**config.mk**
```make
export PLATFORM = sky130hd
export DESIGN_NAME = spi3wTop
export DESIGN_NICKNAME = d
export VERILOG_FILES = /design/src/design/spiRegPkg.sv /design/src/design/spiCorePkg.sv /design/src/design/spiCfgIf.sv /design/src/design/spiRegDecode.sv /design/src/design/spiShiftEngine.sv /design/src/design/spiTimer.sv /design/src/design/spiReadMux.sv /design/src/design/spi3wTop.sv
export VERILOG_INCLUDE_DIRS = /design/src /design/src/design
export SDC_FILE = /design/constraint.sdc
export NUM_CORES = 1
export LEC_CHECK = 0
export BUFFER_PORTS_ARGS = -buffer_cell sky130_fd_sc_hd__buf_2
export CAP_MARGIN = 20
export CORE_MARGIN = 2
export CORE_UTILIZATION = 43
export CTS_BUF_LIST = sky130_fd_sc_hd__clkbuf_8
export DETAILED_ROUTE_END_ITERATION = 12
export GPL_TIMING_DRIVEN = 0
export PLACE_DENSITY = 0.7
export SETUP_SLACK_MARGIN = 0.1
export SLEW_MARGIN = 20
export SYNTH_ARGS = -nofsm -noshare
export SYNTH_HDL_FRONTEND = slang
export SYNTH_SLANG_ARGS = --single-unit
export TNS_END_PERCENT = 10
```
**constraint.sdc**
```tcl
create_clock -name AClkH -period 3.7 [get_ports AClkH]
set_input_delay 0.37 -clock AClkH [delete_from_list [all_inputs] [get_ports AClkH]]
set_output_delay 0.37 -clock AClkH [all_outputs]
set_load 0.03 [all_outputs]
```
**src/design/spi3w_defs.svh**
```systemverilog
`ifndef SPI3W_DEFS_SVH
`define SPI3W_DEFS_SVH

// ******************************
// Widths of the SPI master
// ******************************

// Baud divider, one half-bit lasts baud+1 clocks
`define SPI_BAUD_W 8

// Prescaler and timeout counters, loaded by word writes
`define SPI_TIMER_W 16

// Half-bit counter, 15 down to 0 for one byte
`define SPI_BIT_CNT_W 4

// Flops in the GPIO input synchronizer
`define SPI_GPIO_SYNC 3

`endif

```
**src/design/spiRegPkg.sv**
```systemverilog
package spiRegPkg;

  // Byte addresses
  localparam logic [1:0] addrCtrl = 2'd0;
  localparam logic [1:0] addrBaud = 2'd1;
  localparam logic [1:0] addrData = 2'd2;
  localparam logic [1:0] addrGpio = 2'd3;

  // Word addresses
  localparam logic [1:0] addrPres = 2'd2;
  localparam logic [1:0] addrTout = 2'd3;

  // Access size on the enable lines, 10 is not a legal code
  typedef enum logic [1:0] {
    NONE = 2'b00,
    BYTE = 2'b01,
    WORD = 2'b11
  } accessSizeE;

  // Control byte as written
  typedef struct packed {
    logic       wrRd;
    logic       msbLsb;
    logic [1:0] mode;
    logic [3:0] outEn;
  } ctrlWrT;

  // Control byte as read back, flags replace the top two bits
  typedef struct packed {
    logic       busy;
    logic       timerNZ;
    logic [1:0] mode;
    logic [3:0] outEn;
  } ctrlRdT;

  typedef union packed {
    ctrlWrT ctrlWr;
    ctrlRdT ctrlRd;
  } ctrlRegU;

endpackage

```
**src/design/spiCorePkg.sv**
```systemverilog
package spiCorePkg;

`include "spi3w_defs.svh"

  // Bit 1 is the idle clock level
  typedef enum logic [1:0] {
    MODE0 = 2'd0,
    MODE1 = 2'd1,
    MODE2 = 2'd2,
    MODE3 = 2'd3
  } spiModeE;

  typedef enum logic {
    LSB_FIRST = 1'b0,
    MSB_FIRST = 1'b1
  } bitOrderE;

  typedef logic [`SPI_BIT_CNT_W-1:0] bitCntT;
  typedef logic [`SPI_BAUD_W-1:0] baudCntT;

endpackage

```
**src/design/spiCfgIf.sv**
```systemverilog
`timescale 1ns/100ps
`include "spi3w_defs.svh"

interface spiCfgIf;
  import spiCorePkg::*;

  // Shift engine configuration
  logic       wrRd;
  bitOrderE   msbLsb;
  spiModeE    mode;
  logic [3:0] outEn;
  baudCntT    baud;
  logic       dataWr;
  logic [7:0] txByte;

  // Timer configuration
  logic [`SPI_TIMER_W-1:0] presCfg;
  logic [`SPI_TIMER_W-1:0] toutCfg;
  logic                    timerRestart;

  modport decode (output wrRd, msbLsb, mode, outEn, baud, dataWr, txByte,
                  output presCfg, toutCfg, timerRestart);
  modport engine (input wrRd, msbLsb, mode, outEn, baud, dataWr, txByte);
  modport timer  (input presCfg, toutCfg, timerRestart);

endinterface

```
**src/design/spiRegDecode.sv**
```systemverilog
`timescale 1ns/100ps
`include "spi3w_defs.svh"

module spiRegDecode
(
  input  logic                  AClkH,
  input  logic                  AResetB,
  input  logic [1:0]            addr,
  input  logic [15:0]           mosi,
  input  spiRegPkg::accessSizeE wrEn,
  input  spiRegPkg::accessSizeE rdEn,
  input  logic                  gpioInRaw,
  spiCfgIf.decode               cfg,
  output spiRegPkg::ctrlRegU    ctrlCfg,
  output logic [1:0]            gpioOut,
  output logic                  gpioIn
);
  import spiRegPkg::*;
  import spiCorePkg::*;

  logic                      byteWr;
  logic                      wordWr;
  logic                      wordRd;
  ctrlRegU                   ctrlReg;
  logic [`SPI_BAUD_W-1:0]    baudReg;
  logic [1:0]                gpioOutReg;
  logic [`SPI_TIMER_W-1:0]   presReg;
  logic [`SPI_TIMER_W-1:0]   toutReg;
  logic [`SPI_GPIO_SYNC-1:0] gpioSync;

  assign byteWr = (wrEn == BYTE);
  assign wordWr = (wrEn == WORD);
  assign wordRd = (rdEn == WORD);

  // ******************************
  // Configuration registers
  // ******************************
  always_ff @(posedge AClkH or negedge AResetB)
  begin
    if (!AResetB)
    begin
      ctrlReg    <= '0;
      baudReg    <= '0;
      gpioOutReg <= '0;
      presReg    <= '0;
      toutReg    <= '0;
      gpioSync   <= '0;
    end
    else
    begin
      if (byteWr && addr == addrCtrl)
        ctrlReg <= mosi[7:0];
      if (byteWr && addr == addrBaud)
        baudReg <= mosi[`SPI_BAUD_W-1:0];
      if (byteWr && addr == addrGpio)
        gpioOutReg <= mosi[1:0];
      if (wordWr && addr == addrPres)
        presReg <= mosi[`SPI_TIMER_W-1:0];
      if (wordWr && addr == addrTout)
        toutReg <= mosi[`SPI_TIMER_W-1:0];
      // Pin sampled into the first stage
      gpioSync <= {gpioSync[`SPI_GPIO_SYNC-2:0], gpioInRaw};
    end
  end

  // Engine side
  assign cfg.wrRd   = ctrlReg.ctrlWr.wrRd;
  assign cfg.msbLsb = bitOrderE'(ctrlReg.ctrlWr.msbLsb);
  assign cfg.mode   = spiModeE'(ctrlReg.ctrlWr.mode);
  assign cfg.outEn  = ctrlReg.ctrlWr.outEn;
  assign cfg.baud   = baudReg;
  assign cfg.dataWr = byteWr && (addr == addrData);
  assign cfg.txByte = mosi[7:0];

  // Timer side, reading the timeout word restarts it
  assign cfg.presCfg      = presReg;
  assign cfg.toutCfg      = toutReg;
  assign cfg.timerRestart = wordRd && (addr == addrTout);

  assign ctrlCfg = ctrlReg;
  assign gpioOut = gpioOutReg;
  assign gpioIn  = gpioSync[`SPI_GPIO_SYNC-1];

  enCodeLegal: assert property (@(posedge AClkH) disable iff (!AResetB)
    (wrEn != 2'b10) && (rdEn != 2'b10));

endmodule

```
**src/design/spiShiftEngine.sv**
```systemverilog
`timescale 1ns/100ps
`include "spi3w_defs.svh"

module spiShiftEngine
(
  input  logic       AClkH,
  input  logic       AResetB,
  spiCfgIf.engine    cfg,
  input  logic       spiMiso,
  output logic       spiSck,
  output logic       spiMosi,
  output logic [3:0] spiOutEn,
  output logic       busy,
  output logic [7:0] rxByte
);
  import spiCorePkg::*;

  baudCntT    baudDiv;
  baudCntT    baudDivNext;
  bitCntT     bitCnt;
  bitCntT     bitCntNext;
  logic [7:0] shiftOut;
  logic [7:0] shiftIn;
  logic [7:0] txRev;
  logic [7:0] txOrdered;
  logic [1:0] modeBits;
  logic       sck;
  logic       sckNext;
  logic       misoReg;
  logic       divNZ;
  logic       cntNZ;
  logic       halfEnd;
  logic       shiftEn;
  logic       sampleEn;

  assign modeBits = cfg.mode;
  assign divNZ    = |baudDiv;
  assign cntNZ    = |bitCnt;

  // Half-bit ends when the divider runs out
  assign halfEnd  = busy & ~divNZ;
  assign sampleEn = halfEnd & bitCnt[0];
  assign shiftEn  = halfEnd & ~bitCnt[0];

  // Shifter always sends bit 7, so LSB-first data goes in reversed
  assign txRev     = {<<{cfg.txByte}};
  assign txOrdered = (cfg.msbLsb == MSB_FIRST) ? cfg.txByte : txRev;

  // ******************************
  // Divider and half-bit counter
  // ******************************
  always_comb
  begin
    if (cfg.dataWr)
    begin
      baudDivNext = cfg.baud;
      bitCntNext  = '1;
      sckNext     = modeBits[1] ^ modeBits[0];
    end
    else
    begin
      if (divNZ)
        baudDivNext = baudDiv - baudCntT'(1);
      else
        baudDivNext = cntNZ ? cfg.baud : '0;
      bitCntNext = bitCnt - bitCntT'(~divNZ & cntNZ);
      // Toggle at each half-bit end, rest at the idle level
      sckNext = busy ? (sck ^ ~divNZ) : modeBits[1];
    end
  end

  always_ff @(posedge AClkH or negedge AResetB)
  begin
    if (!AResetB)
    begin
      baudDiv  <= '0;
      bitCnt   <= '0;
      busy     <= 1'b0;
      sck      <= 1'b0;
      misoReg  <= 1'b0;
      shiftOut <= '0;
      shiftIn  <= '0;
    end
    else
    begin
      baudDiv <= baudDivNext;
      bitCnt  <= bitCntNext;
      busy    <= (|bitCntNext) | (|baudDivNext);
      sck     <= sckNext;
      misoReg <= spiMiso;
      if (cfg.dataWr)
        shiftOut <= txOrdered;
      else if (shiftEn)
        shiftOut <= {shiftOut[6:0], 1'b0};
      if (sampleEn)
      begin
        if (cfg.msbLsb == MSB_FIRST)
          shiftIn <= {shiftIn[6:0], misoReg};
        else
          shiftIn <= {misoReg, shiftIn[7:1]};
      end
    end
  end

  assign spiSck  = sck;
  assign spiMosi = shiftOut[7];
  assign rxByte  = shiftIn;

  // MOSI driver enabled only while sending
  assign spiOutEn = {cfg.outEn[3], cfg.outEn[2] & busy & cfg.wrRd, cfg.outEn[1:0]};

  // Idle engine keeps its counter at zero until the next data write
  idleCntZero: assert property (@(posedge AClkH) disable iff (!AResetB)
    (!busy && !cfg.dataWr) |=> (bitCnt == '0 && !busy));

endmodule

```
**src/design/spiTimer.sv**
```systemverilog
`timescale 1ns/100ps
`include "spi3w_defs.svh"

module spiTimer
(
  input  logic    AClkH,
  input  logic    AResetB,
  spiCfgIf.timer  cfg,
  output logic    timerNZ
);
  localparam logic [`SPI_TIMER_W-1:0] timerOne = 1;

  logic [`SPI_TIMER_W-1:0] pres;
  logic [`SPI_TIMER_W-1:0] presNext;
  logic [`SPI_TIMER_W-1:0] tout;
  logic [`SPI_TIMER_W-1:0] toutNext;
  logic                    presNZ;
  logic                    toutNZ;

  assign presNZ = |pres;
  assign toutNZ = |tout;

  always_comb
  begin
    if (cfg.timerRestart)
    begin
      presNext = cfg.presCfg;
      toutNext = cfg.toutCfg;
    end
    else
    begin
      // Prescaler wraps back to its reload while time is left
      if (presNZ)
        presNext = pres - timerOne;
      else
        presNext = toutNZ ? cfg.presCfg : '0;
      toutNext = (toutNZ && !presNZ) ? tout - timerOne : tout;
    end
  end

  always_ff @(posedge AClkH or negedge AResetB)
  begin
    if (!AResetB)
    begin
      pres    <= '0;
      tout    <= '0;
      timerNZ <= 1'b0;
    end
    else
    begin
      pres    <= presNext;
      tout    <= toutNext;
      timerNZ <= (|presNext) | (|toutNext);
    end
  end

  // Flag drops only after the timeout ran out, on a zero reload or a restart
  nzFallsAtZero: assert property (@(posedge AClkH) disable iff (!AResetB)
    $fell(timerNZ) |-> $past(tout == '0 || cfg.presCfg == '0 || cfg.timerRestart));

endmodule

```
**src/design/spiReadMux.sv**
```systemverilog
`timescale 1ns/100ps
`include "spi3w_defs.svh"

module spiReadMux
(
  input  logic [1:0]             addr,
  input  spiRegPkg::accessSizeE  rdEn,
  input  spiRegPkg::ctrlRegU     ctrlCfg,
  input  logic                   busy,
  input  logic                   timerNZ,
  input  logic [`SPI_BAUD_W-1:0] baud,
  input  logic [7:0]             rxByte,
  input  logic [1:0]             gpioOut,
  input  logic                   gpioIn,
  output logic [7:0]             miso
);
  import spiRegPkg::*;

  ctrlRegU ctrlView;

  always_comb
  begin
    // Live flags over the written direction and order bits
    ctrlView = ctrlCfg;
    ctrlView.ctrlRd.busy = busy;
    ctrlView.ctrlRd.timerNZ = timerNZ;
    miso = '0;
    if (rdEn == BYTE)
    begin
      case (addr)
        addrCtrl: miso = ctrlView;
        addrBaud: miso = baud;
        addrData: miso = rxByte;
        default:  miso = {3'b000, gpioIn, 2'b00, gpioOut};
      endcase
    end
  end

endmodule

```
**src/design/spi3wTop.sv**
```systemverilog
`timescale 1ns/100ps
`include "spi3w_defs.svh"

module spi3wTop
(
  input  logic                  AClkH,
  input  logic                  AResetB,
  input  logic [1:0]            AAddr,
  input  logic [15:0]           AMosi,
  output logic [7:0]            AMiso,
  input  spiRegPkg::accessSizeE AWrEn,
  input  spiRegPkg::accessSizeE ARdEn,
  output logic                  ASpiSck,
  input  logic                  ASpiMiso,
  output logic                  ASpiMosi,
  input  logic                  ASpiGpioI,
  output logic [1:0]            ASpiGpioO,
  output logic [3:0]            ASpiOutEn
);
  import spiRegPkg::*;

  ctrlRegU    ctrlCfg;
  logic       busy;
  logic       timerNZ;
  logic [7:0] rxByte;
  logic       gpioIn;

  spiCfgIf cfgIf ();

  // ******************************
  // Register side
  // ******************************
  spiRegDecode uDecode
  (
    .AClkH     (AClkH),
    .AResetB   (AResetB),
    .addr      (AAddr),
    .mosi      (AMosi),
    .wrEn      (AWrEn),
    .rdEn      (ARdEn),
    .gpioInRaw (ASpiGpioI),
    .cfg       (cfgIf.decode),
    .ctrlCfg   (ctrlCfg),
    .gpioOut   (ASpiGpioO),
    .gpioIn    (gpioIn)
  );

  spiReadMux uReadMux
  (
    .addr    (AAddr),
    .rdEn    (ARdEn),
    .ctrlCfg (ctrlCfg),
    .busy    (busy),
    .timerNZ (timerNZ),
    .baud    (cfgIf.baud),
    .rxByte  (rxByte),
    .gpioOut (ASpiGpioO),
    .gpioIn  (gpioIn),
    .miso    (AMiso)
  );

  // ******************************
  // SPI engine and timer
  // ******************************
  spiShiftEngine uEngine
  (
    .AClkH    (AClkH),
    .AResetB  (AResetB),
    .cfg      (cfgIf.engine),
    .spiMiso  (ASpiMiso),
    .spiSck   (ASpiSck),
    .spiMosi  (ASpiMosi),
    .spiOutEn (ASpiOutEn),
    .busy     (busy),
    .rxByte   (rxByte)
  );

  spiTimer uTimer
  (
    .AClkH   (AClkH),
    .AResetB (AResetB),
    .cfg     (cfgIf.timer),
    .timerNZ (timerNZ)
  );

endmodule

```
==> flow_summary_export.csv, run 1 <==
group,metric,value,unit
cts,clockBufferDepth,2,
sta,rsz0062_at_grt,"false",
critical_path,cp.required,4.00,ns
synth,synth_enable_flop_cells,0,
synth,synth_compound_area_share,8.55,%
placed_design,portBuffers,41,
sta,finalSetupViolations,0,
cts,htreeDepth,4,
floorplanning,row_count,43,
synth,synth_cell_types,64,
drt,ant_nets,0,
synth,yosys_warnings,0,
critical_path,arrival,3.44,ns
drt,wirelength,15.0,mm
drt,wl_per_cell,18.2,um
cts,numCtsBuffers,17,
synth,yosys.area_share.simple,20.6,%
floorplanning,coreArea,0.0138,mm^2
power_and_ir_drop,pwr-share-clk,26.2,%
floorplanning,initial_core_util,43.7,%
critical_path,rr_startpoint,"uTimer.pres[0]",
sta,fin_crit_sh,84.9,%
cts,clk_pin_slew_worst_paths,0.07,ns
critical_path,cp_cell_sequence,"inv_1, ha_1, nor2b_1, and4_1, buf_2, nand4_1, o311ai_0, nand3_1, nor4_1, nand4_1",
sta,worst_pin_slew,0.771,ns
drt,drc_errors,0,
critical_path,cp-end-kind,"flop",
global_routing,grt_max_degree,76,
cts,clk-insertion-delay-late,0.46,ns
job,max-cap-violations,0,
synth,synth_top_family_by_area,"simple AND/OR/NAND/NOR gates",
synth,synth-xor-area-share,3.91,%
power_and_ir_drop,switching_power,1.65,mW
layout,nNetsFinal,665,
layout,synthToLayoutAreaGrowth,14.9,%
cts,cts.sinks,117,
critical_path,max_stage_delay,0.42,ns
power_and_ir_drop,sw_frac_of_total,36.0,%
drt,route.vias.total,4724,
synth,synth_area_per_cell,10.6,um^2
power_and_ir_drop,seq_power_share,44.6,%
global_routing,grt_use_total,21.5,%
synth,synthAdderAreaFrac,1.45,%
synth,synth_mux_area_share,14.1,%
layout,nFillCells,1255,
drt,drt_iter0_markers,321,
sta,min_period,3.14,ns
status,status,"finished clean",
layout,diodes,0,
sta,setup_tns,0,ns
global_routing,grt-ovfl-total,0,
critical_path,crit_top_cell,"nand4_1",
power_and_ir_drop,p_leak,2.95,nW
floorplanning,die_y,123,um
sta,slew_headroom,48.6,%
synth,ys.flop_type,"dfrtp_1",
power_and_ir_drop,p_int,2.93,mW
power_and_ir_drop,vdd_drop_max,0.378,mV
drt,avgViaCountPerCell,5.74,
placed_design,hpwlAfterDp,10.8,mm
floorplanning,io_pins,42,
power_and_ir_drop,comb_power_share,29.1,%
synth,ys_ff_latch,117,
floorplanning,dieArea,0.0150,mm^2
worst_hold_path,worstHoldStart,"ASpiGpioI",
layout,multi_input_area,0.00294,mm^2
sta,slew_violations,0,
global_routing,first_global_vias,4777,
worst_hold_path,holdCritPathClass,"in2reg",
critical_path,start_kind,"flop",
sta,finalClockSkew,0.0128,ns
global_routing,grt_pass1_wl,24.4,mm
critical_path,slowest_stage,"nor2b_1",
global_routing,antenna_found_initial,0,
layout,final_layout_size_suffix_gt1_share,24.9,%
synth,yosysSeqAreaShare,48.5,%
power_and_ir_drop,power_density,659,mW/mm^2
synth,async_reset_ff_share,100,%
critical_path,crit_fanout,6,
sta,finalHoldViolCount,0,
placed_design,gp_congestion,0.903,
cts,cts-root-buf,"clkbuf_8",
drt,drt_first_pass_iters,4,
synth,syn_inst,569,
critical_path,timing_worst_setup_path_type,"reg2reg",
power_and_ir_drop,power.total,4.57,mW
synth,synth_nets,602,
sta,fmax,318,MHz
critical_path,crit_start,"uTimer.pres[0]",
synth,synth.cell_area,0.00604,mm^2
floorplanning,die_x,123,um
cts,cts_tree,"yes",
layout,seqCellArea,0.00293,mm^2
## per-stage QoR
step / cell area, um^2 / setup slack [ns] / hold WS [ns] / util [%] / instances
3_3_place_gp: 6470 / 0.754 / 0.334 / 46.8 / 790
4_1_cts: 6930 / 0.673 / 0.00167 / 50.1 / 823
3_5_place_dp: 6510 / 0.710 / 0.321 / 47.1 / 791
2_1_floorplan: 6040 / 1.06 / 0.0744 / - / 569
6_report: 6940 / 0.558 / 0.0160 / 50.2 / 823
5_1_grt: 6940 / 0.352 / 0.000381 / 50.2 / 823
## repair_timing
item	CTS	global route
hold buffers	2	0
buffers inserted	0	0
hold endpoints to repair	43	0
gates resized for setup	0	0
setup endpoints to repair	0	0
## state kept, by name, indices dropped and copies added, names as in the netlist
| register | count |
|---|---|
| uEngine.bitCnt | 4 |
| uDecode.ctrlCfg | 8 |
| uDecode.gpioOut | 2 |
| uTimer.timerNZ | 1 |
| uEngine.shiftOut | 8 |
| uTimer.tout | 16 |
| uEngine.rxByte | 8 |
| uTimer.pres | 16 |
| uEngine.busy | 1 |
| uEngine.misoReg | 1 |
| uEngine.baudDiv | 8 |
| uDecode.gpioSync | 3 |
| uDecode.cfg.presCfg | 16 |
| uDecode.cfg.toutCfg | 16 |
| uDecode.cfg.baud | 8 |
| uEngine.spiSck | 1 |
## layout make-up
type	instances	share of cell area (%)
Sequential cell	117	42.2
Clock inverter	8	1.44
Clock buffer	22	4.36
Timing Repair Buffer	44	3.73
Tap cell	180	3.25
Buffer	25	1.98
Inverter	11	0.595
Multi-Input combinational cell	416	42.4
## placed cells by master (no fill, tap or decap), types with 6 or more instances in the layout
master,instances
xnor2_1,19
nand2_1,66
dfrtp_1,117
nor3_1,12
buf_2,44
xor2_1,8
nand4_1,11
nor2_1,42
nor4_1,14
mux2_2,50
mux2i_1,22
nand3_1,10
clkbuf_8,24
a21oi_1,18
or3_1,7
ha_1,7
inv_1,12
clkbuf_1,13
a31oi_1,7
nor2b_1,6
o21ai_0,45
## power groups by stage
| stage | logic (mW) | clock network [mW] | registers (mW) |
|---|---|---|---|
| 2_1_floorplan | 0.982 | 0 | 1.98 |
| 3_3_place_gp | 1.25 | 0 | 2.02 |
| 3_5_place_dp | 1.31 | 0 | 2.05 |
| 4_1_cts | 1.32 | 1.22 | 2.03 |
| 5_1_grt | 1.47 | 1.28 | 2.09 |
| 6_report | 1.33 | 1.20 | 2.04 |
## synth_stat cells, drive strengths merged (8+ instances only)
cell type	number	area (um^2)
nand3	11	60.1
nand4	12	90.1
mux2	50	563
mux2i	22	220
buf	10	61.3
nor4	17	143
inv	11	41.3
nor3	16	108
xnor2	19	166
nand2	67	254
nor2	42	158
dfrtp	117	2930
a21oi	18	90.1
o21ai	49	249
xor2	8	70.1
clkbuf	15	76.3
## critical path: cells and delay by family, from the launching register on
family | cells | cell delay (ns)
AND/OR/NAND/NOR | 6 | 1.69
buffers and inverters | 2 | 0.25
flip-flops | 1 | 0.40
adder cells (fa/ha/maj) | 1 | 0.22
AO/OA/AOI/OAI | 1 | 0.42
## path summary, 6_finish.rpt
kind	end	slack (ns)	cells past startpoint
worst max-delay path	uTimer.timerNZ	0.56	10
max in group asynchronous	uDecode.ctrlCfg[0]	2.59	3
worst min register to register	uDecode.gpioSync[2]	0.35	0
min in group asynchronous	uDecode.cfg.presCfg[8]	0.41	2
worst min-delay path	uDecode.gpioSync[0]	0.02	1
worst max register to register	uTimer.timerNZ	0.56	10
## metal layers
| layer | part of all wire [%] | track usage [%] |
|---|---|---|
| met1 | 46 | 28.5 |
| met2 | 48 | 33.1 |
| met3 | 4.4 | 5.81 |
| met4 | 2.6 | 9.48 |
| met5 | 0 | 0 |
## logic make-up (layout without fill, tap and decap cells)
kind of cell / count (synthesis) / after routing
simple gates: 217 / 217
buf+inv: 36 / 110
xor+xnor: 27 / 27
fa+ha+maj: 7 / 7
mux: 75 / 75
compound gates: 90 / 90
flops: 117 / 117
Power figures use the tool's default switching activity.
==> run 2, diff against run 1 <==
Clock period 3.7 ns to 3.1 ns, I/O delays scaled along.
==> flow_summary_export.csv, run 2 (synthesis results as in run 1) <==
group,metric,value,unit
status,status,"finished clean",
cts,cts.sinks,117,
layout,final_layout_size_suffix_gt1_share,26.3,%
worst_hold_path,holdCritPathClass,"in2reg",
layout,diodes,0,
sta,setup_tns,0,ns
power_and_ir_drop,p_leak,2.96,nW
critical_path,reg2reg_depth,10,
job,max-cap-violations,0,
floorplanning,coreArea,0.0138,mm^2
sta,fin_crit_sh,92.6,%
power_and_ir_drop,sw_frac_of_total,36.1,%
critical_path,crit_fanout,3,
cts,cts-root-buf,"clkbuf_8",
cts,cts_tree,"yes",
sta,finalClockSkew,0.0110,ns
layout,nFillCells,1251,
layout,nNetsFinal,669,
sta,finalSetupViolations,0,
drt,drt_iter0_markers,310,
sta,worst_pin_slew,0.784,ns
global_routing,grt_use_total,21.5,%
power_and_ir_drop,p_int,3.51,mW
sta,slew_violations,0,
layout,final_cell_mix,"dfrtp_1, nand2_1, mux2_2",
drt,drt_first_pass_iters,5,
sta,fmax,348,MHz
placed_design,gp_congestion,0.903,
floorplanning,die_x,123,um
power_and_ir_drop,comb_power_share,29.3,%
cts,clk_pin_slew_worst_paths,0.07,ns
cts,clockBufferDepth,2,
drt,drc_errors,0,
worst_hold_path,whs_path_depth,2,
global_routing,antenna_found_initial,0,
power_and_ir_drop,vdd_drop_max,0.450,mV
critical_path,start_kind,"flop",
power_and_ir_drop,seq_power_share,44.6,%
placed_design,hpwlAfterDp,10.8,mm
drt,route.vias.total,4749,
sta,rsz0062_at_grt,"true",
critical_path,arrival,3.20,ns
layout,synthToLayoutAreaGrowth,15.9,%
cts,htreeDepth,4,
drt,ant_nets,0,
power_and_ir_drop,switching_power,1.98,mW
critical_path,cp-end-kind,"flop",
global_routing,grt_max_degree,76,
layout,final_common_cell,"dfrtp_1",
floorplanning,initial_core_util,43.7,%
power_and_ir_drop,power_density,784,mW/mm^2
cts,numCtsBuffers,17,
sta,fin_worst_hold_slack,0.106,ns
critical_path,cp.required,3.43,ns
global_routing,first_global_vias,4780,
power_and_ir_drop,pwr-share-clk,26.1,%
drt,avgViaCountPerCell,5.74,
sta,min_period,2.87,ns
critical_path,timing_worst_setup_path_type,"reg2reg",
cts,clk-insertion-delay-late,0.46,ns
global_routing,grt-ovfl-total,0,
sta,slew_headroom,47.8,%
global_routing,grt_pass1_wl,24.4,mm
sta,finalHoldViolCount,0,
drt,wl_per_cell,18.1,um
floorplanning,dieArea,0.0150,mm^2
floorplanning,die_y,123,um
floorplanning,io_pins,42,
floorplanning,row_count,43,
placed_design,portBuffers,41,
drt,wirelength,15.0,mm
run 2: final cells by class:
type / instances / area [um^2] / area share, %
Buffer: 25 / 138 / 1.96
Clock buffer: 22 / 303 / 4.32
Clock inverter: 8 / 100 / 1.43
Inverter: 11 / 41.3 / 0.589
Multi-Input combinational cell: 416 / 2980 / 42.5
Sequential cell: 117 / 2930 / 41.8
Tap cell: 180 / 225 / 3.22
Timing Repair Buffer: 48 / 292 / 4.16
run 2: timing repair:
action,4_1_cts,5_1_grt
endpoints found under the setup margin,1,2
hold endpoints to repair,44,0
hold buffers,3,0
buffers inserted,0,3
pin swaps,0,2
gates resized for setup,1,8
run 2: path summary, 6_finish.rpt:
check                                    startpoint                       to  slack (ns)
worst max-delay path             uEngine.baudDiv[6]             uEngine.busy        0.23
max in group asynchronous                   AResetB       uDecode.ctrlCfg[0]        2.04
worst max register to register   uEngine.baudDiv[6]             uEngine.busy        0.23
worst min-delay path                      AMosi[13]  uDecode.cfg.toutCfg[13]        0.11
worst min register to register  uDecode.gpioSync[1]      uDecode.gpioSync[2]        0.34
min in group asynchronous                   AResetB   uDecode.cfg.presCfg[8]        0.35
run 2: power by group through the flow:
stage	Clock, mW	Sequential (mW)	Combinational, mW
2_1_floorplan	0	2.36	1.17
3_3_place_gp	0	2.42	1.50
3_5_place_dp	0	2.45	1.56
4_1_cts	1.46	2.42	1.58
5_1_grt	1.53	2.51	1.78
6_report	1.43	2.45	1.61
run 2: worst max-delay path, stage by stage, from the launching register on:
cell and delay, ns:
dfrtp_1 0.43, nor4_4 0.33, nand3_2 0.15, nor2_1 0.15, ha_2 0.21, ha_1 0.17
xnor2_1 0.15, nand2_1 0.10, nor3_2 0.13, or4b_1 0.44, or4_1 0.48
run 2: metal layers:
layer | vias up | GRT usage (%) | part of all wire [%]
li1 | 2194 | - | -
met1 | 2398 | 28.6 | 45
met2 | 128 | 33.1 | 48
met3 | 29 | 5.81 | 4.2
met4 | 0 | 9.48 | 2.3
met5 | - | 0 | 0
run 2: metrics by stage:
step / utilization (%) / total power [mW] / area, um^2 / cells / worst slack [ns]
3_3_place_gp: 46.8 / 3.91 / 6470 / 790 / 0.154
5_1_grt: 50.7 / 5.82 / 7000 / 827 / 0.0496
4_1_cts: 50.2 / 5.46 / 6950 / 824 / 0.114
6_report: 50.7 / 5.49 / 7000 / 827 / 0.230
2_1_floorplan: - / 3.53 / 6040 / 569 / 0.463
3_5_place_dp: 47.1 / 4.01 / 6510 / 791 / 0.110
==> run 3, diff against run 2 <==
Settings changed: BUFFER_PORTS_ARGS -buffer_cell sky130_fd_sc_hd__buf_2 to -buffer_cell sky130_fd_sc_hd__buf_4.
==> flow_summary_export.csv, run 3 (synthesis results as in run 1) <==
group,metric,value,unit
status,status,"finished clean",
sta,finalSetupViolations,0,
drt,ant_nets,0,
cts,cts.sinks,117,
sta,rsz0062_at_grt,"true",
drt,wirelength,14.5,mm
drt,avgViaCountPerCell,5.74,
cts,numCtsBuffers,17,
critical_path,cp-end-kind,"flop",
placed_design,dp.cells,791,
global_routing,grt_use_total,20.6,%
floorplanning,dieArea,0.0150,mm^2
power_and_ir_drop,vdd_drop_max,0.481,mV
job,max-cap-violations,0,
drt,wl_per_cell,17.5,um
placed_design,hpwlAfterDp,10.5,mm
critical_path,r2r_slack,0.24,ns
layout,layoutNonFillerInstCount,827,
sta,slew_headroom,48.9,%
drt,drt_first_pass_iters,5,
drt,drt_iter0_markers,360,
floorplanning,coreArea,0.0138,mm^2
cts,clk_pin_slew_worst_paths,0.07,ns
worst_hold_path,holdCritPathClass,"in2reg",
critical_path,endpoint,"uEngine.busy",
layout,seqCellArea,0.00293,mm^2
cts,clockBufferDepth,2,
floorplanning,row_count,43,
layout,diodes,0,
drt,route.vias.total,4746,
power_and_ir_drop,power_density,762,mW/mm^2
floorplanning,io_pins,42,
critical_path,crit_start,"uEngine.baudDiv[4]",
critical_path,timing_worst_setup_path_type,"reg2reg",
sta,finalClockSkew,0.0119,ns
sta,min_period,2.86,ns
sta,finalHoldViolCount,0,
layout,final_layout_size_suffix_gt1_share,25.5,%
global_routing,grt_max_degree,61,
critical_path,cp.required,3.41,ns
layout,nNetsFinal,668,
power_and_ir_drop,p_leak,2.98,nW
placed_design,portBuffers,41,
critical_path,start_kind,"flop",
global_routing,antenna_found_initial,0,
layout,synthToLayoutAreaGrowth,16.8,%
floorplanning,die_x,123,um
global_routing,first_global_vias,4830,
critical_path,reg2reg_depth,10,
cts,htreeDepth,4,
critical_path,rr_startpoint,"uEngine.baudDiv[4]",
sta,worst_pin_slew,0.766,ns
cts,clk-insertion-delay-late,0.44,ns
critical_path,arrival,3.17,ns
placed_design,gp_congestion,0.966,
global_routing,grt-ovfl-total,0,
sta,fin_crit_sh,92.2,%
drt,drc_errors,0,
layout,multi_input_area,0.00296,mm^2
layout,final_common_cell,"dfrtp_1",
sta,slew_violations,0,
sta,setup_tns,0,ns
floorplanning,die_y,123,um
critical_path,r2r-end,"uEngine.busy",
critical_path,crit_fanout,4,
cts,cts-root-buf,"clkbuf_8",
layout,final_cell_mix,"dfrtp_1, nand2_1, mux2_2",
layout,nFillCells,1228,
sta,fmax,350,MHz
global_routing,grt_pass1_wl,23.9,mm
cts,cts_tree,"yes",
floorplanning,initial_core_util,43.7,%
[run 3: cell type report]
type / count / share of cell area, %
flip-flops and latches: 117 / 41.5
well taps: 180 / 3.19
inverters: 11 / 0.585
multi-input cells: 416 / 41.9
clock buffers: 22 / 4.29
clock inverters: 9 / 1.12
repair buffers: 47 / 5.44
plain buffers: 25 / 1.95
[run 3: per-stage QoR]
stage	total power, mW	cell area (um^2)	utilization [%]	setup WS [ns]	hold slack (ns)
floorplan	3.53	6040	-	0.463	0.0144
global placement	3.95	6570	47.5	0.201	0.334
detailed placement	4.03	6620	47.8	0.156	0.331
CTS	5.38	7030	50.8	0.135	0.0963
global route	5.72	7060	51.0	0.0957	0.0912
finish	5.38	7060	51.0	0.242	0.115
[run 3: what timing repair did]
item / 4_1_cts / 5_1_grt
hold buffers: 3 / 0
buffers inserted: 0 / 2
endpoints found under the setup margin: 0 / 2
endpoints found under the hold margin: 61 / 0
resized for setup: 0 / 3
[run 3: worst min-delay path by stage]
stage / from / end / depth (start not counted)
2_1_floorplan: AResetB / uDecode.cfg.baud[0] / 0
3_3_place_gp: uDecode.gpioSync[0] / uDecode.gpioSync[1] / 0
3_5_place_dp: AResetB / uDecode.cfg.presCfg[14] / 1
4_1_cts: AMosi[13] / uDecode.cfg.toutCfg[13] / 2
5_1_grt: AMosi[14] / uDecode.cfg.presCfg[14] / 2
6_report: AMosi[13] / uDecode.cfg.toutCfg[13] / 2
[run 3: where the power goes]
| group | switching (mW) | total (mW) | leakage (nW) | internal [mW] |
|---|---|---|---|---|
| logic | 0.856 | 1.61 | 1.37 | 0.750 |
| clock network | 0.601 | 1.33 | 0.195 | 0.727 |
| registers | 0.468 | 2.44 | 1.42 | 1.98 |
| total | 1.92 | 5.38 | 2.98 | 3.45 |
[run 3: critical path, stage by stage (launching register included)]
cell and delay [ns]:
dfrtp_1 0.44, nor4_4 0.32, nand3_2 0.13, nor2_1 0.14, ha_1 0.20, ha_1 0.18, xnor2_1 0.16, nand2_1 0.08
nor3_1 0.17, or4b_1 0.44, or4_1 0.47
[run 3: layer usage]
layer  GRT usage (%)  part of all wire (%)  vias to the layer above
met2            32.6                    49                      114
met1            27.6                    45                     2405
li1                -                     -                     2204
met5               0                     0                        -
met3            5.02                   4.2                       23
met4            7.11                   2.1                        0
